[config.mk]
export PLATFORM = sky130hd
export DESIGN_NAME = hdc_sequencer
export DESIGN_NICKNAME = d
export VERILOG_FILES = /design/src/design/hdc_cfg_pkg.sv /design/src/design/hdc_isa_pkg.sv /design/src/design/hdc_sequencer.sv
export SDC_FILE = /design/constraint.sdc
export NUM_CORES = 1
export LEC_CHECK = 0
export ABC_AREA = 0
export ABC_CLOCK_PERIOD_IN_PS = 1400
export BUFFER_PORTS_ARGS = -buffer_cell sky130_fd_sc_hd__buf_2
export CAP_MARGIN = 40
export CORE_MARGIN = 4
export CORE_UTILIZATION = 42
export CTS_CLUSTER_DIAMETER = 100
export DETAILED_ROUTE_END_ITERATION = 6
export GPL_TIMING_DRIVEN = 0
export PLACE_DENSITY = 0.85
export REMOVE_ABC_BUFFERS = 1
export SLEW_MARGIN = 20
export SYNTH_ARGS = -nofsm -noshare
export SYNTH_HDL_FRONTEND = slang
export SYNTH_SLANG_ARGS = --single-unit
[constraint.sdc]
create_clock -name clk -period 1.4 [get_ports clk]
set_clock_uncertainty 0.1 [all_clocks]
set_input_delay 0.28 -clock clk [delete_from_list [all_inputs] [get_ports clk]]
set_output_delay 0.28 -clock clk [all_outputs]
set_load 0.01 [all_outputs]
[src/design/hdc_cfg_pkg.sv]
package hdc_cfg_pkg;

    // load words and instruction words share one width
    localparam int WORD_W = 32;

    // default hypervector length in bits
    localparam int HV_BITS_DFLT = 1024;

    // default item memory depth
    localparam int ITEMS_DFLT = 512;

    // default number of hardware threads
    localparam int THREADS_DFLT = 5;

endpackage

[src/design/hdc_isa_pkg.sv]
package hdc_isa_pkg;

    // rotate amount, low bits double as item address
    localparam int SHIFT_W = 10;

    // src_sel bit positions, lowest wins
    localparam int SRC_ITEM        = 0;
    localparam int SRC_XOR         = 1;
    localparam int SRC_PERM_XOR_R2 = 2;
    localparam int SRC_PERM_XOR_R1 = 3;
    localparam int SRC_SWAP        = 4;
    localparam int SRC_PERM        = 5;

    // out_sel bit positions
    localparam int OUT_R2   = 0;
    localparam int OUT_R1   = 1;
    localparam int OUT_PERM = 2;
    localparam int OUT_LAST = 3;

    // one instruction word, decoded by is_out
    typedef union packed {
        struct packed {
            logic                 wr_r1;
            logic                 wr_r2;
            logic                 rsv_29;
            logic                 is_out;
            logic [ 9:0 ]         rsv_27_18;
            logic [ 5:0 ]         src_sel;
            logic [ 1:0 ]         rsv_11_10;
            logic [ SHIFT_W-1:0 ] shift;
        } cmp;
        struct packed {
            logic [ 2:0 ]         rsv_31_29;
            logic                 is_out;
            logic [ 11:0 ]        rsv_27_16;
            logic [ 3:0 ]         out_sel;
            // shift still lives in bits 9..0 for a perm output
            logic [ 11:0 ]        rsv_11_0;
        } out;
    } hdc_instr_u;

    // next value of a thread register
    typedef enum logic [ 2:0 ] {
        NXT_ITEM, NXT_XOR, NXT_PERM_XOR_R2, NXT_PERM_XOR_R1, NXT_R1, NXT_R2, NXT_PERM
    } nxt_sel_e;

    // vector sent to the result port
    typedef enum logic [ 1:0 ] {
        OSEL_R2, OSEL_R1, OSEL_PERM
    } out_sel_e;

endpackage

[src/design/hdc_sequencer.sv]
`timescale 1ns/100ps

module hdc_sequencer
    import hdc_cfg_pkg::*;
    import hdc_isa_pkg::*;
#(
    parameter int  THREADS = THREADS_DFLT,
    localparam int TH_W    = $clog2( THREADS )
) (
    input  logic                 clk,
    input  logic                 arst_n,
    input  logic                 run,
    input  logic                 instr_valid,
    input  logic [ WORD_W-1:0 ]  instr_word,
    output logic [ TH_W-1:0 ]    thread,
    output logic                 wr_r1,
    output logic                 wr_r2,
    output logic [ SHIFT_W-1:0 ] shift,
    output nxt_sel_e             nxt_sel_r1,
    output nxt_sel_e             nxt_sel_r2,
    output logic                 out_valid,
    output out_sel_e             out_sel,
    output logic                 last_req
);

    logic [ TH_W-1:0 ] thread_cnt;
    hdc_instr_u        instr_q;
    nxt_sel_e          src;

    always_ff @( posedge clk or negedge arst_n ) begin
        if ( !arst_n ) begin
            thread_cnt <= '0;
            thread     <= '0;
            instr_q    <= '0;
        end else if ( !run ) begin
            // round robin restarts with the next run
            thread_cnt <= '0;
            instr_q    <= '0;
        end else if ( instr_valid ) begin
            instr_q    <= hdc_instr_u'( instr_word );
            thread     <= thread_cnt;
            thread_cnt <= ( thread_cnt == TH_W'( THREADS - 1 ) ) ? '0 : thread_cnt + 1'b1;
        end else begin
            // empty word decodes to a no-op
            instr_q <= '0;
        end
    end

    // same bit positions in both views
    assign shift = instr_q.cmp.shift;

    always_comb begin
        if ( instr_q.cmp.src_sel[ SRC_ITEM ] )
            src = NXT_ITEM;
        else if ( instr_q.cmp.src_sel[ SRC_XOR ] )
            src = NXT_XOR;
        else if ( instr_q.cmp.src_sel[ SRC_PERM_XOR_R2 ] )
            src = NXT_PERM_XOR_R2;
        else if ( instr_q.cmp.src_sel[ SRC_PERM_XOR_R1 ] )
            src = NXT_PERM_XOR_R1;
        else
            src = NXT_PERM;

        // swap hands each register the other one
        nxt_sel_r1 = instr_q.cmp.src_sel[ SRC_SWAP ] && src == NXT_PERM ? NXT_R2 : src;
        nxt_sel_r2 = instr_q.cmp.src_sel[ SRC_SWAP ] && src == NXT_PERM ? NXT_R1 : src;

        wr_r1 = !instr_q.cmp.is_out && instr_q.cmp.wr_r1;
        wr_r2 = !instr_q.cmp.is_out && instr_q.cmp.wr_r2;

        out_valid = instr_q.out.is_out && ( |instr_q.out.out_sel[ OUT_PERM:OUT_R2 ] );
        last_req  = instr_q.out.is_out && !out_valid && instr_q.out.out_sel[ OUT_LAST ];
        if ( instr_q.out.out_sel[ OUT_R2 ] )
            out_sel = OSEL_R2;
        else if ( instr_q.out.out_sel[ OUT_R1 ] )
            out_sel = OSEL_R1;
        else
            out_sel = OSEL_PERM;
    end

    // a compute word never names two sources
    assert property ( @( posedge clk ) disable iff ( !arst_n )
        !instr_q.cmp.is_out |-> $onehot0( instr_q.cmp.src_sel ) );

    // back to back words need two threads to avoid a register hazard
    assert property ( @( posedge clk ) THREADS >= 2 );

endmodule

==> results.json, run 1 <==
{
  "diodes": 0,
  "yosysTopAreaCellShare_pct": 58.0,
  "syn_area_sq_um": 1030,
  "root_buffer": "clkbuf_4",
  "synth_top_area_cell": "dfrtp_1",
  "clock_latency_ns": 0.31,
  "cts_tree": "built",
  "initial_core_util_pct": 45.5,
  "placed_cells": 151,
  "slew_headroom_pct": 65.6,
  "finalSetupViolCount": 10,
  "io_pins": 61,
  "rows": 17,
  "power.leakage_nw": 0.759,
  "drt-vias-per-instance": 4.96,
  "vias": 783,
  "crit_required_ns": 1.02,
  "yosysSeqAreaShare_pct": 58.0,
  "placedInstanceArea_sq_um": 1190,
  "fin_ws_ns": -0.249,
  "die_x_microns": 57.6,
  "cts_buffers": 3,
  "drtPass1Iterations": 4,
  "crit_fanout": 4,
  "routed_wl_mm": 1.96,
  "antenna_found_initial": 0,
  "violations": "negative setup slack",
  "fin_util_pct": 57.4,
  "cts_buffer_depth": 2,
  "cap_violations": 0,
  "final.setup.tns_ns": -1.75,
  "wire_per_inst_microns": 12.4,
  "whs_ns": 0.108,
  "portBuffers": 46,
  "drt_iter0_markers": 14,
  "cts_sinks": 24,
  "critPathKind": "flip-flop to output pin",
  "synthDistinctLibCells": 24,
  "min_period_ns": 1.65,
  "fin_area_sq_um": 1310,
  "hpwl_mm": 1.43,
  "h-tree-depth": 1,
  "status": "complete, but fails checks",
  "rsz0062_at_grt": "true",
  "maxSlewViolCount": 0,
  "gr-total-overflow": 0,
  "dp_slack_ns": 0.00443,
  "core_sq_um": 2280,
  "period_share_pct": 118,
  "die_y_microns": 57.6,
  "fin_nets": 169,
  "synth_area_leaders": "dfrtp_1 58%, and3_1 11%, buf_4 8.7%, ha_1 2.4%, nor2b_1 2.4%",
  "total_power_mw": 1.29,
  "grt_pass1_vias": 783,
  "grt_pass1_wl_mm": 3.28,
  "dieArea_sq_um": 3320,
  "hold_violations": 0,
  "place.gp.congestion": 0.750,
  "end_kind": "output pin",
  "track_usage_pct": 12.6,
  "max-vdd-ir-drop_v": 0.000559,
  "clkSlewWorstSetupHoldPaths_ns": 0.12,
  "drive_above_1_share_pct": 49.2,
  "hold_path.class": "input pin to flip-flop",
  "crit_arrival_ns": 1.27,
  "yosysWarnings": 0,
  "cp-start-kind": "flip-flop",
  "drc": 0,
  "ant_nets": 0,
  "syn2layout_area_growth_pct": 26.4,
  "powerDensity_nw_per_um2": 984,
  "max_freq_mhz": 607,
  "avgSynthCellArea_sq_um": 11.1,
  "synth-seq-cells": 24,
  "synth_cells": 93,
  "final_cells": 158,
  "tightest_slew_ns": 0.516,
  "grt_max_degree": 25
}
-- routing by layer --
metal / vias up / share of wire [%] / track usage (%)
met2: 36 / 49 / 22.3
met4: 0 / 1.7 / 5.96
met1: 371 / 40 / 14.2
li1: 372 / - / -
met5: - / 0 / 0
met3: 4 / 9.1 / 3.12
-- cells in the mapped netlist (all sizes together) --
cell type   n
a21boi      2
a21oi       2
and3       19
buf        13
clkbuf      3
dfrtp      24
ha          2
inv         3
mux2        1
mux2i       1
nand2       4
nand2b      3
nand3       2
nor2        3
nor2b       4
nor3        1
nor4        1
o21ai       4
o21bai      1
-- logic make-up (layout without fill, tap and decap cells) --
group | after synthesis | count (layout) | synth area share, %
DFF | 24 | 24 | 58.0
muxes | 2 | 2 | 2.42
AOI/OAI and AO/OA | 9 | 9 | 5.08
adders and majority gates | 2 | 2 | 2.42
buffers and inverters | 19 | 56 | 11.5
and+or+nand+nor | 37 | 37 | 20.6
-- worst paths after layout --
check,startpoint,to,slack [ns],cells after the start
max in group asynchronous,arst_n,instr_q[14],0.46,2
setup / recovery,instr_q[12],last_req,-0.25,3
hold / removal,instr_word[16],instr_q[16],0.11,2
min in group asynchronous,arst_n,instr_q[4],0.36,2
setup reg to reg,thread_cnt[0],thread_cnt[1],0.26,4
hold reg to reg,thread[1],thread[1],0.40,2
-- worst max-delay path, cell delays in order (launching register included) --
cell and delay, ns:
dfrtp_2 0.47, nor3_4 0.21, and3_1 0.16, buf_2 0.12
-- power breakdown --
group	leakage (nW)	switching [mW]	total, mW	internal, mW
sequential	0.317	0.0209	0.745	0.724
clock	0.0210	0.194	0.353	0.159
combinational	0.421	0.0977	0.190	0.0918
total	0.759	0.313	1.29	0.974
-- state kept, by name, summed over array words and instances (netlist names) --
name and flops:
thread_cnt 3, instr_q 18, thread 3
-- timing repair --
| action | 4_1_cts | 5_1_grt |
|---|---|---|
| resized for setup | 8 | 5 |
| buffers inserted | 1 | 1 |
| setup endpoints to repair | 10 | 11 |
| hold endpoints to repair | 24 | 0 |
| hold buffers | 1 | 0 |
| pin swaps | 3 | 3 |
-- cells in the final DEF, fill, tap and decap left out, types with 2 or more instances in the layout --
cell / n
nand2b_1: 3
ha_1: 2
o21ai_0: 3
buf_4: 2
nand2_1: 3
dfrtp_1: 20
a21oi_2: 2
dfrtp_2: 4
nor2_1: 3
inv_1: 3
nor2b_1: 4
clkbuf_4: 3
buf_2: 46
and3_1: 19
nand3_1: 2
-- area by class of cell --
| class | count | area (sq um) |
|---|---|---|
| Inverter | 3 | 11.3 |
| Fill cell | 211 | 968 |
| Tap cell | 28 | 35.0 |
| Multi-Input combinational cell | 50 | 364 |
| Sequential cell | 24 | 606 |
| Clock buffer | 4 | 36.3 |
| Timing Repair Buffer | 49 | 255 |
Power figures use the tool's default switching activity.
==> run 2, diff against run 1 <==
SETUP_SLACK_MARGIN = 0.5   (was default)
SKIP_CTS_REPAIR_TIMING = 1   (was default)
==> run 2 against run 1 <==
Non-clock buffer count is the same. Clock-buffer cell count is the same. Largest power group unchanged. Setup slack got worse by 0.0080 ns. First-iteration DRC count is the same. Cell count is the same. Largest cell class unchanged. Global-route usage fell by 0.43 points. Wire length up 5.2%. The flow finishes with violations (negative hold slack, negative setup slack). Total power up 0.80%. Fmax is 0.48% lower. Cell area up 1.1%. Die area stayed put.
==> results.json, run 2 (same netlist as run 1, synthesis figures left out) <==
{
  "diodes": 0,
  "reg2reg_from": "thread_cnt[0]",
  "p_int_mw": 0.978,
  "fin_ws_ns": -0.257,
  "rsz0062_at_grt": "true",
  "seqPwrFrac_pct": 57.3,
  "portBuffers": 46,
  "hold_violations": 24,
  "crit_fanout": 4,
  "worst_r2r_endpoint": "thread_cnt[1]",
  "violations": "negative hold slack, negative setup slack",
  "drtPass1Iterations": 4,
  "die_x_microns": 57.6,
  "r2r_cells": 4,
  "end_kind": "output pin",
  "status": "complete, but fails checks",
  "critPathKind": "flip-flop to output pin",
  "min_period_ns": 1.66,
  "p_switching_mw": 0.319,
  "fill_cells": 216,
  "fin_util_pct": 58.1,
  "maxSlewViolCount": 0,
  "crit_required_ns": 1.02,
  "period_share_pct": 118,
  "regToRegSetupSlack_ns": 0.28,
  "core_sq_um": 2280,
  "cap_violations": 0,
  "final.setup.tns_ns": -1.63,
  "cp-start-kind": "flip-flop",
  "tightest_slew_ns": 0.517,
  "power.leakage_nw": 0.762,
  "drive_above_1_share_pct": 51.5,
  "max_freq_mhz": 604,
  "h-tree-depth": 1,
  "whs_ns": -0.178,
  "finalSetupViolCount": 10,
  "drc": 0,
  "fin_nets": 169,
  "syn2layout_area_growth_pct": 27.8,
  "drt-vias-per-instance": 4.97,
  "grt_pass1_wl_mm": 3.20,
  "place.gp.congestion": 0.750,
  "powerDensity_nw_per_um2": 981,
  "max-vdd-ir-drop_v": 0.000580,
  "pwr-share-clk_pct": 27.3,
  "dieArea_sq_um": 3320,
  "hold_path.class": "input pin to async pin",
  "clock_latency_ns": 0.31,
  "layout_common_cells": "43 x buf_2, 23 x dfrtp_1, 19 x and3_1",
  "routed_wl_mm": 2.07,
  "root_buffer": "clkbuf_4",
  "grt_max_degree": 25,
  "final_common_cell": "buf_2",
  "vias": 785,
  "cts_buffer_depth": 2,
  "die_y_microns": 57.6,
  "clkSlewWorstSetupHoldPaths_ns": 0.12,
  "antenna_found_initial": 0,
  "largest_reg_flops": 18,
  "crit_arrival_ns": 1.28,
  "track_usage_pct": 12.2,
  "gr-total-overflow": 0,
  "wire_per_inst_microns": 13.1,
  "rows": 17,
  "cts_buffers": 3,
  "grt_pass1_vias": 768,
  "ant_nets": 0,
  "hpwl_mm": 1.43,
  "drt_iter0_markers": 14,
  "reg.largest.list": "instr_q: 18 flops, thread: 3 flops, thread_cnt: 3 flops",
  "comb_power_share_pct": 15.4,
  "p_sw_share_pct": 24.6,
  "cts_sinks": 24,
  "cts_tree": "built",
  "slew_headroom_pct": 65.5,
  "io_pins": 61,
  "largest-register": "instr_q",
  "initial_core_util_pct": 45.5
}
-- run 2: worst max-delay path, stage by stage, from the launching register on --
cell     delay [ns]
dfrtp_1        0.44
nor3_2         0.24
and3_1         0.17
buf_2          0.12
-- run 2: cell type report --
cell class / count / area (sq um) / area share [%]
flip-flops and latches: 24 / 602 / 45.5
multi-input cells: 50 / 359 / 27.2
repair buffers: 49 / 279 / 21.1
clock buffers: 4 / 36.3 / 2.74
well taps: 28 / 35.0 / 2.65
inverters: 3 / 11.3 / 0.851
-- run 2: worst max path at each step --
stage | end | startpoint | slack [ns] | depth (start not counted)
after global placement | last_req | instr_q[12] | 0.09 | 3
after CTS | last_req | instr_q[12] | -0.35 | 3
after global routing | last_req | instr_q[12] | -0.31 | 3
after floorplan | nxt_sel_r1[1] | instr_q[12] | -0.14 | 2
after detailed placement | last_req | instr_q[12] | 0.004 | 3
final | last_req | instr_q[13] | -0.26 | 3
-- run 2: power by group through the flow --
stage	sequential, mW	clock, mW	combinational (mW)
2_1_floorplan	0.760	0	0.0651
5_1_grt	0.747	0.392	0.224
3_3_place_gp	0.751	0	0.169
4_1_cts	0.740	0.366	0.174
6_report	0.743	0.354	0.200
3_5_place_dp	0.754	0	0.174
-- run 2: layer usage --
metal  vias up  wire [microns]  GRT usage [%]
li1        373               -              -
met1       369             807           14.2
met2        39            1020           20.8
met3         4             205           3.12
met4         0              32           5.96
met5         -               0              0
-- run 2: through the flow --
step,hold slack [ns],setup WS (ns),instances,instance area (sq um),total power [mW]
2_1_floorplan,-0.116,-0.140,77,927,0.826
3_3_place_gp,0.177,0.0924,151,1190,0.920
3_5_place_dp,0.186,0.00443,151,1190,0.927
4_1_cts,-0.161,-0.354,155,1230,1.28
5_1_grt,-0.142,-0.307,158,1320,1.36
6_report,-0.178,-0.257,158,1320,1.30
