<file path="src/design/hdc_cfg_pkg.sv">
package hdc_cfg_pkg;

    // load words and instruction words share one width
    localparam int WORD_W = 32;

    // default hypervector length in bits
    localparam int HV_BITS_DFLT = 1024;

    // default item memory depth
    localparam int ITEMS_DFLT = 512;

    // default number of hardware threads
    localparam int THREADS_DFLT = 5;

endpackage

</file>
<file path="src/design/item_loader.sv">
`timescale 1ns/100ps

module item_loader
    import hdc_cfg_pkg::*;
#(
    parameter int  HV_BITS = HV_BITS_DFLT,
    parameter int  ITEMS   = ITEMS_DFLT,
    localparam int ADDR_W  = $clog2( ITEMS )
) (
    input  logic                 clk,
    input  logic                 arst_n,
    input  logic                 load,
    input  logic                 load_valid,
    input  logic [ WORD_W-1:0 ]  load_word,
    output logic                 item_we,
    output logic [ ADDR_W-1:0 ]  item_waddr,
    output logic [ HV_BITS-1:0 ] item_wdata
);

    // 32-bit slices per hypervector
    localparam int WORDS = HV_BITS / WORD_W;
    localparam int CNT_W = ( WORDS > 1 ) ? $clog2( WORDS ) : 1;

    logic [ CNT_W-1:0 ] word_cnt;
    logic               last_word;

    assign last_word = ( word_cnt == CNT_W'( WORDS - 1 ) );

    always_ff @( posedge clk or negedge arst_n ) begin
        if ( !arst_n ) begin
            word_cnt   <= '0;
            item_we    <= 1'b0;
            item_waddr <= '0;
        end else begin
            // strobe one cycle after the final slice
            item_we <= load && load_valid && last_word;
            if ( !load ) begin
                word_cnt   <= '0;
                item_waddr <= '0;
            end else begin
                if ( load_valid )
                    word_cnt <= last_word ? '0 : word_cnt + 1'b1;
                if ( item_we )
                    item_waddr <= item_waddr + 1'b1;
            end
        end
    end

    // word k goes to bits k*32 upward
    always_ff @( posedge clk ) begin
        if ( load && load_valid ) begin
            item_wdata[ word_cnt*WORD_W +: WORD_W ] <= load_word;
        end
    end

    // item memory full, another item in the same load would overwrite item 0
    assert property ( @( posedge clk ) disable iff ( !arst_n )
        load && item_we |=> !load || item_waddr > $past( item_waddr ) );

endmodule

</file>
<file path="config.mk">
export PLATFORM = sky130hd
export DESIGN_NAME = item_loader
export DESIGN_NICKNAME = d
export VERILOG_FILES = /design/src/design/hdc_cfg_pkg.sv /design/src/design/item_loader.sv
export SDC_FILE = /design/constraint.sdc
export NUM_CORES = 1
export LEC_CHECK = 0
export CAP_MARGIN = 10
export CORE_AREA = 3 3 418 420
export DETAILED_ROUTE_END_ITERATION = 8
export DIE_AREA = 0 0 421 423
export DONT_BUFFER_PORTS = 1
export HOLD_SLACK_MARGIN = 0.12
export PLACE_DENSITY_LB_ADDON = 0.15
export SETUP_SLACK_MARGIN = 0.2
export SYNTH_ARGS = -nofsm -noshare
export SYNTH_HDL_FRONTEND = slang
export SYNTH_SLANG_ARGS = --single-unit
</file>
<file path="constraint.sdc">
create_clock -name clk -period 8 [get_ports clk]
set_clock_uncertainty 0.05 [all_clocks]
set_input_delay 1.6 -clock clk [delete_from_list [all_inputs] [get_ports clk]]
set_output_delay 1.6 -clock clk [all_outputs]
set_load 0.1 [all_outputs]
</file>
==> results of run 1 <==
state kept, by name, summed over array words and instances (netlist names):
signal      count
item_wdata   1024
item_waddr      9
word_cnt        5
item_we         1
layout make-up:
class | instances | area, um2
clock buffer | 144 | 3030
timing repair buffer | 60 | 508
multi-input combinational | 1390 | 6270
sequential | 1039 | 31100
clock inverter | 72 | 662
antenna | 11 | 27.5
fill | 17600 | 127000
tap | 2310 | 2890
inverter | 3 | 11.3
cells by family after synthesis:
family	count (synthesis)	synth area share (%)
adders and majority gates	5	0.164
AOI/OAI and AO/OA	16	0.269
muxes	3	0.0787
buffers and inverters	195	2.89
DFF	1039	81.5
and+or+nand+nor	1360	14.9
xor gates and xnor gates	6	0.138
through the flow:
step                util (%)  setup WS (ns)  instances  instance area (um2)
finish                  26.0           2.61       5029                44500
global route            26.0           2.44       5020                44500
CTS                     26.0           2.98       5017                44500
detailed placement      23.8           3.03       4801                40800
global placement        23.8           3.06       4801                40800
floorplan                  -           1.94       2624                38200
power by group:
part / total [W] / internal (W) / switching (W) / leakage [nW]
combinational: 0.000312 / 0.0000480 / 0.000264 / 2.05
sequential: 0.00596 / 0.00591 / 0.0000509 / 9.50
clock: 0.00529 / 0.00298 / 0.00231 / 1.80
total: 0.0116 / 0.00893 / 0.00263 / 13.4
metal layers:
metal	global-route usage, %	vias to the layer above
met4	7.31	0
met3	5.53	208
li1	-	9147
met1	22.3	11900
met2	34.5	1340
met5	0	-
worst max-delay path, cell delays in order, from the launching register on:
cell      delay (ns)
dfrtp_1         0.68
inv_1           0.23
ha_1            0.34
nand2b_1        0.27
nor2_1          0.07
ha_1            0.70
nand2b_4        0.61
buf_12          0.46
buf_16          0.24
nor3_2          0.37
buf_4           0.49
cells in the mapped netlist (all sizes together), types with 8 or more instances:
library cell  instances  area, um2
nand2               165        619
dfrtp                15        375
and2                 37        231
nand2b                8       50.1
and3                103        644
nand3                77        385
edfxtp             1024      30700
nor3                 13       70.1
nor2b                 8       50.1
clkbuf               79        300
nor2                923       3470
buf                 113        791
worst max path at each step:
stage / end / depth (start not counted) / start / slack, ns
2_1_floorplan: item_wdata[768]$_DFFE_PP_ / 9 / word_cnt[0]$_DFFE_PN0P_ / 1.94
3_3_place_gp: item_wdata[290]$_DFFE_PP_ / 9 / word_cnt[0]$_DFFE_PN0P_ / 3.06
3_5_place_dp: item_wdata[304]$_DFFE_PP_ / 9 / word_cnt[0]$_DFFE_PN0P_ / 3.03
4_1_cts: item_wdata[295]$_DFFE_PP_ / 9 / word_cnt[0]$_DFFE_PN0P_ / 2.98
5_1_grt: item_wdata[291]$_DFFE_PP_ / 10 / word_cnt[0]$_DFFE_PN0P_ / 2.44
6_report: item_wdata[291]$_DFFE_PP_ / 10 / word_cnt[0]$_DFFE_PN0P_ / 2.61
==> flow_metrics.tcl, run 1 <==
set metrics [dict create \
    rows 152 \
    hold_violations 0 \
    firstDrtPassIters 6 \
    cts_sinks 1039 \
    port_buffers 0 \
    max_freq_mhz 185 \
    nNetsFinal 2652 \
    cp.required_ns 8.32 \
    cp.arrival_ns 5.71 \
    startpoint_type "flop" \
    synth_edf_count 1024 \
    worst_slew_pin_slew_ns 1.22 \
    ys_seq_area_share_pct 81.5 \
    syn_area_um2 38200 \
    die_area_um2 178000 \
    power.density_nw_per_um2 260 \
    cts_inserted_buffers 117 \
    insertion_delay_ns 0.74 \
    final_common_cell "edfxtp_1" \
    fin_crit_ns 5.39 \
    final_cell_mix "edfxtp_1 (1,024), nor2_1 (902), nand2_1 (164), clkbuf_16 (117), and3_1 (103)" \
    end_kind "flop" \
    start_util_pct 22.3 \
    max_cap_violations 0 \
    synth_warnings 0 \
    fin_tns_setup_ns 0 \
    drt_iter0_markers 2799 \
    cts_resized 0 \
    met1_length_um 65300 \
    rsz0062_at_grt "false" \
    core_um2 171000 \
    r2r-start "word_cnt[0]$_DFFE_PN0P_" \
    drtAntennaViolNets 0 \
    hpwl_um 120000 \
    vias 22600 \
    clkTransAtPathRegs_ns 0.06 \
    dieWidth_um 421 \
    top_layer_used "met4" \
    routed_wl_um 180000 \
    ioPinCount 1070 \
    avgSynthCellArea_um2 14.5 \
    r2r-end "item_wdata[291]$_DFFE_PP_" \
    async_flop_share_pct 1.44 \
    final_max_slew_viol_count 0 \
    gr-total-overflow 0 \
    htree_levels 3 \
    syn_inst 2624 \
    p_leak_nw 13.4 \
    grt_pass1_vias 21900 \
    hold_class "in -> async" \
    route.detailed.wl_per_inst_um 35.8 \
    r2r_cells 10 \
    viasPerCell 4.50 \
    slew_headroom_pct 19.2 \
    grt_start_max_net_pins 174 \
    routed-wl-met2_um 93200 \
    grt_pass1_wl_um 232000 \
    max-clock-path-buffers 3 \
    cts-root-buf "clkbuf_16" \
    drc 0 \
    cts_setup_buffers 0 \
    rrSetupSlack_ns 2.61 \
    hold_buffers 0 \
    vdd_drop_max_v 0.000162 \
    synth_cell_types 40 \
    met3WireLength_um 15300 \
    crit_fanout 137 \
    syn_nets 2665 \
    synth_seq_cells 1039 \
    status "finished clean" \
    finalCritPeriodShare_pct 67.4 \
    critPathKind "reg -> reg" \
    layout-drive-gt1-share_pct 10.3 \
    grtUsageTotal_pct 19.5 \
    die_h_um 423 \
    gp_congestion 0.832 \
    setup_viol 0 \
    area_delta_synth_final_pct 16.6 \
    antenna_found_initial 29 \
    power.total_w 0.0116 \
    ys.flop_type "edfxtp_1" \
    tritoncts "yes" \
    hold_ws_ns 0.498 \
]
No activity file was read; power rests on OpenSTA's default activity.
==> run 2, diff against run 1 <==
- ABC_AREA: unset -> 1
- clock period: 8 -> 5.3 ns (I/O delays scaled with it)
==> flow_metrics.tcl, run 2 <==
set metrics [dict create \
    crit_slowest_cell "nor2_4" \
    fin_crit_ns 4.15 \
    cp.arrival_ns 4.58 \
    synth_edf_count 1024 \
    cts-root-buf "clkbuf_16" \
    gr-total-overflow 0 \
    synth_warnings 0 \
    hold_violations 0 \
    synth_seq_cells 1039 \
    syn_inst 3125 \
    async_flop_share_pct 1.44 \
    crit_family "simple AND/OR/NAND/NOR gates" \
    synth.area.top_cells "edfxtp_1 (76%), nor2_1 (9.9%), nand3_1 (2.6%)" \
    dpl_cell_area_um2 43700 \
    synth_cell_types 35 \
    reg_top3 "item_wdata (1024), item_waddr (9), word_cnt (5)" \
    status "finished clean" \
    routed_wl_um 212000 \
    insertion_delay_ns 0.76 \
    final_common_cell "nor2_1" \
    max_freq_mhz 241 \
    final_max_slew_viol_count 0 \
    port_buffers 0 \
    start_util_pct 23.6 \
    power.total_w 0.0186 \
    grt_pass1_vias 25700 \
    grtUsageTotal_pct 23.1 \
    critPathKind "reg -> reg" \
    crit_cells 11 \
    rsz0062_at_grt "false" \
    r2r_cells 11 \
    setup_viol 0 \
    critPathBufInv 4 \
    end_kind "flop" \
    n_fill_cell 17800 \
    area_delta_synth_final_pct 17.3 \
    avgSynthCellArea_um2 12.9 \
    dieWidth_um 421 \
    hold_start "load" \
    htree_levels 3 \
    clkTransAtPathRegs_ns 0.06 \
    ff_latch_area_um2 31100 \
    grt_start_max_net_pins 198 \
    route.detailed.wl_per_inst_um 38.2 \
    top_register "item_wdata" \
    firstDrtPassIters 5 \
    grt_pass1_wl_um 273000 \
    vias 25500 \
    yosysTopAreaCellShare_pct 76.1 \
    max-clock-path-buffers 3 \
    syn_nets 3166 \
    rrSetupSlack_ns 1.15 \
    min_to "item_waddr[0]$_DFFE_PN0P_" \
    design_area_um2 47400 \
    finalCritPeriodShare_pct 78.4 \
    slowest_delay_ns 0.86 \
    startpoint_type "flop" \
    viasPerCell 4.59 \
    hold_class "in -> reg" \
    gp_congestion 0.817 \
    cp_cell_sequence "inv_2, ha_2, nand2_1, nor2_1, ha_4, inv_8, nand2_4, inv_2, nand2_1, nor2_4, buf_12" \
    syn_area_um2 40400 \
    tritoncts "yes" \
    worst_slew_pin_slew_ns 1.19 \
    yosysTopAreaCell "edfxtp_1" \
    drt_iter0_markers 2329 \
    die_area_um2 178000 \
    cts_sinks 1039 \
    die_h_um 423 \
    p_leak_nw 12.7 \
    core_um2 171000 \
    max_cap_violations 0 \
    ioPinCount 1070 \
    hpwl_um 158000 \
    r2r-end "item_wdata[786]$_DFFE_PP_" \
    rows 152 \
    antenna_found_initial 2 \
    power.density_nw_per_um2 392 \
    drc 0 \
    vdd_drop_max_v 0.000249 \
    ys.flop_type "edfxtp_1" \
    ys_seq_area_share_pct 77.0 \
    cts_inserted_buffers 119 \
    yosysMostFrequentCell "nor2_1" \
    finalCoreUtilization_pct 27.7 \
    synthTopCellsByCount "nor2_1 (1,069), edfxtp_1 (1,024), nand2_1 (234), nand3_1 (209), inv_1 (116)" \
    drtAntennaViolNets 0 \
    final_cell_mix "nor2_1 (1,032), edfxtp_1 (1,024), nand2_1 (233), nand3_1 (209), clkbuf_16 (119)" \
    r2r-start "word_cnt[0]$_DFFE_PN0P_" \
    cp.required_ns 5.72 \
    layout-drive-gt1-share_pct 13.8 \
    slew_headroom_pct 20.7 \
    nNetsFinal 3187 \
    fin_tns_setup_ns 0 \
    crit_fanout 45 \
    hold_path_depth 2 \
    largest_reg_flops 1024 \
    multi_input_area_um2 8130 \
]
==> run 2: cell types whose count changed after synthesis, moves of 8 or more <==
cell and delta:
nor2b_1 -8, nor2_1 +147, buf_2 +49, nand2_1 +69, nor3_1 +31, inv_1 +113
and3_1 -103, nand3_1 +132, buf_6 -23, nand2b_1 -8, nor3_2 +82, or2_1 +27
nand4_1 +29, and2_1 -37
==> run 2: how the worst max path moves through the flow <==
| stage | start | end | slack (ns) |
|---|---|---|---|
| floorplan | word_cnt[0]$_DFFE_PN0P_ | item_wdata[0]$_DFFE_PP_ | 1.31 |
| global placement | word_cnt[0]$_DFFE_PN0P_ | item_wdata[781]$_DFFE_PP_ | 1.04 |
| detailed placement | word_cnt[0]$_DFFE_PN0P_ | item_wdata[781]$_DFFE_PP_ | 1.05 |
| CTS | word_cnt[0]$_DFFE_PN0P_ | item_wdata[772]$_DFFE_PP_ | 1.02 |
| global route | word_cnt[0]$_DFFE_PN0P_ | item_wdata[772]$_DFFE_PP_ | 0.88 |
| finish | word_cnt[0]$_DFFE_PN0P_ | item_wdata[786]$_DFFE_PP_ | 1.15 |
==> run 2: kinds of logic (layout without fill, tap and decap cells) <==
| logic type | count (synthesis) | after routing | share of synthesized area [%] |
|---|---|---|---|
| simple gates | 1724 | 1724 | 18.8 |
| flops | 1039 | 1039 | 77.0 |
| buf+inv | 339 | 454 | 3.76 |
| compound gates | 16 | 16 | 0.214 |
| fa+ha+maj | 5 | 5 | 0.155 |
| xor+xnor | 2 | 2 | 0.0433 |
| other cells | 0 | 2 | 0 |
==> run 2: worst register-to-register path, delay by kind of cell (launching register included) <==
kind | cells | cell delay [ns]
and+or+nand+nor | 5 | 1.95
buffers and inverters | 4 | 0.93
adders and majority gates | 2 | 0.48
DFF | 1 | 0.46
==> run 2: layer usage <==
layer  track usage (%)  part of all wire (%)
met1              23.5                    34
met2              44.7                    56
met3              6.48                   7.0
met4              7.94                   3.4
met5                 0                0.0042
==> run 2: stage by stage <==
step / hold slack [ns] / std cells / worst slack, ns
after floorplan: 0.525 / 3125 / 1.31
after global placement: 0.594 / 5334 / 1.04
after detailed placement: 0.589 / 5334 / 1.05
after CTS: 0.275 / 5550 / 1.02
after global routing: 0.327 / 5550 / 0.884
final: 0.364 / 5552 / 1.15
==> run 2: where the power goes <==
part           internal [W]  switching, W
Combinational      0.000171       0.00129
Clock               0.00452       0.00364
Sequential          0.00892     0.0000597
==> run 2: repair_timing <==
item | in CTS | in global routing
hold endpoints to repair | 15 | 0
hold buffers | 1 | 0
gates resized for setup | 0 | 0
setup buffers | 0 | 0
==> run 2: layout make-up <==
class,instances,area share (%)
Antenna cell,2,0.0106
Tap cell,2310,6.10
Timing Repair Buffer,114,2.15
Sequential cell,1039,65.6
Inverter,125,1.04
Multi-Input combinational cell,1747,17.2
Clock buffer,143,6.47
Clock inverter,72,1.43
==> run 3, diff against run 2 <==
- clock period: 5.3 -> 4 ns (I/O delays scaled with it)
==> flow_metrics.tcl, run 3 (synthesis gave the netlist of run 2 again) <==
set metrics [dict create \
    routed_wl_um 212000 \
    largest_reg_flops 1024 \
    grt_pass1_wl_um 274000 \
    nNetsFinal 3242 \
    p_leak_nw 13.1 \
    cts_resized 0 \
    end_kind "flop" \
    p_sw_share_pct 26.0 \
    tritoncts "yes" \
    p_int_w 0.0186 \
    routed-wl-met2_um 117000 \
    status "finished clean" \
    layout-drive-gt1-share_pct 15.2 \
    rows 152 \
    vdd_drop_max_v 0.000315 \
    hold_class "in -> reg" \
    ioPinCount 1070 \
    critPathBufInv 2 \
    fin_tns_setup_ns 0 \
    port_buffers 0 \
    power_switching_w 0.00655 \
    cts_inserted_buffers 119 \
    top_register "item_wdata" \
    seqPwrFrac_pct 47.3 \
    power.density_nw_per_um2 520 \
    core_um2 171000 \
    vias 25900 \
    fin_crit_ns 3.35 \
    max-clock-path-buffers 3 \
    worst_slew_pin_slew_ns 1.20 \
    drt_iter0_markers 2323 \
    htree_levels 3 \
    crit_top_cell "nand2_1" \
    area_delta_synth_final_pct 19.6 \
    cp_cell_sequence "inv_2, ha_2, nand2_1, nor2_1, ha_4, nor3_1, nand2_1, nor4_4, buf_4" \
    top_layer_used "met4" \
    finalCritPeriodShare_pct 83.7 \
    crit_slowest_cell "dfrtp_1" \
    slowest_delay_ns 0.46 \
    met3WireLength_um 14800 \
    grtUsageTotal_pct 23.2 \
    clkPwrFrac_pct 44.5 \
    crit_family "simple AND/OR/NAND/NOR gates" \
    design_area_um2 48300 \
    cts_sinks 1039 \
    clkTransAtPathRegs_ns 0.06 \
    crit_fanout 32 \
    final_cell_mix "nor2_1 (1,032), edfxtp_1 (1,024), nand2_1 (233), nand3_1 (209), buf_4 (126)" \
    hpwl_um 157000 \
    dpl_cell_area_um2 44400 \
    final_common_cell "nor2_1" \
    die_area_um2 178000 \
    firstDrtPassIters 5 \
    gr-total-overflow 0 \
    cp.arrival_ns 3.68 \
    die_h_um 423 \
    startpoint_type "flop" \
    rrSetupSlack_ns 0.65 \
    reg_top3 "item_wdata (1024), item_waddr (9), word_cnt (5)" \
    drtAntennaViolNets 0 \
    met1_length_um 72700 \
    dieWidth_um 421 \
    max_freq_mhz 299 \
    combPwrFrac_pct 8.2 \
    grt_start_max_net_pins 162 \
    viasPerCell 4.61 \
    cp.required_ns 4.34 \
    drc 0 \
    gp_congestion 0.834 \
    hold_violations 0 \
    max_cap_violations 0 \
    final_max_slew_viol_count 0 \
    start_util_pct 23.6 \
    antenna_found_initial 7 \
    setup_viol 0 \
    cts-root-buf "clkbuf_16" \
    critPathKind "reg -> reg" \
    slew_headroom_pct 19.9 \
    power.total_w 0.0252 \
    route.detailed.wl_per_inst_um 37.8 \
    insertion_delay_ns 0.76 \
    rsz0062_at_grt "false" \
    grt_pass1_vias 26000 \
]
[run 3: changes by cell type in the layout (fill, tap and decap cells not counted), sizes merged, moves of 2 or more]
cell	before	now
diode	2	5
clkinvlp	8	6
bufinv	8	14
buf	113	167
[run 3: worst reg2reg max path, cell delays in order (launching register included)]
cell and delay [ns]:
dfrtp_1 0.46, inv_2 0.18, ha_2 0.23, nand2_1 0.08, nor2_1 0.19, ha_4 0.27
nor3_1 0.30, nand2_1 0.42, nor4_4 0.32, buf_4 0.46
[run 3: what timing repair did]
| action | 4_1_cts | 5_1_grt |
|---|---|---|
| endpoints found under the hold margin | 23 | 0 |
| hold buffers | 2 | 0 |
| setup buffers | 0 | 0 |
[run 3: through the flow]
step                hold WS [ns]  std cells  util, %  setup slack [ns]
floorplan                  0.454       3125        -             0.351
global placement           0.455       5388     25.9             0.646
detailed placement         0.455       5388     25.9             0.589
CTS                        0.151       5610     28.2             0.570
global route               0.215       5612     28.2             0.404
finish                     0.248       5615     28.2             0.654
[run 3: power by group through the flow]
stage,Sequential [W],Clock [W],Combinational [W]
after floorplan,0.0121,0,0.00110
after global placement,0.0121,0,0.00211
after detailed placement,0.0121,0,0.00211
after CTS,0.0119,0.0115,0.00211
after global routing,0.0119,0.0119,0.00218
final,0.0119,0.0112,0.00205
[run 3: final timing paths]
check,from,to,cells past startpoint
setup reg to reg,word_cnt[0]$_DFFE_PN0P_,item_wdata[15]$_DFFE_PP_,9
max in group asynchronous,arst_n,item_waddr[4]$_DFFE_PN0P_,1
setup / recovery,word_cnt[0]$_DFFE_PN0P_,item_wdata[15]$_DFFE_PP_,9
hold reg to reg,word_cnt[3]$_DFFE_PN0P_,word_cnt[3]$_DFFE_PN0P_,2
hold / removal,load_word[4],item_wdata[484]$_DFFE_PP_,2
min in group asynchronous,arst_n,word_cnt[0]$_DFFE_PN0P_,1
[run 3: metal layers]
metal  GRT usage, %  vias up
li1               -    10900
met1           24.2    13600
met2           44.0     1205
met3           6.26      219
met4           8.39        0
met5              0        -
[run 3: layout make-up]
class | count | area [um2]
Fill cell | 17600 | 123000
Sequential cell | 1039 | 31100
Multi-Input combinational cell | 1747 | 8130
Antenna cell | 5 | 12.5
Timing Repair Buffer | 169 | 1790
Clock inverter | 76 | 739
Tap cell | 2310 | 2890
Clock buffer | 144 | 3160
Inverter | 125 | 495
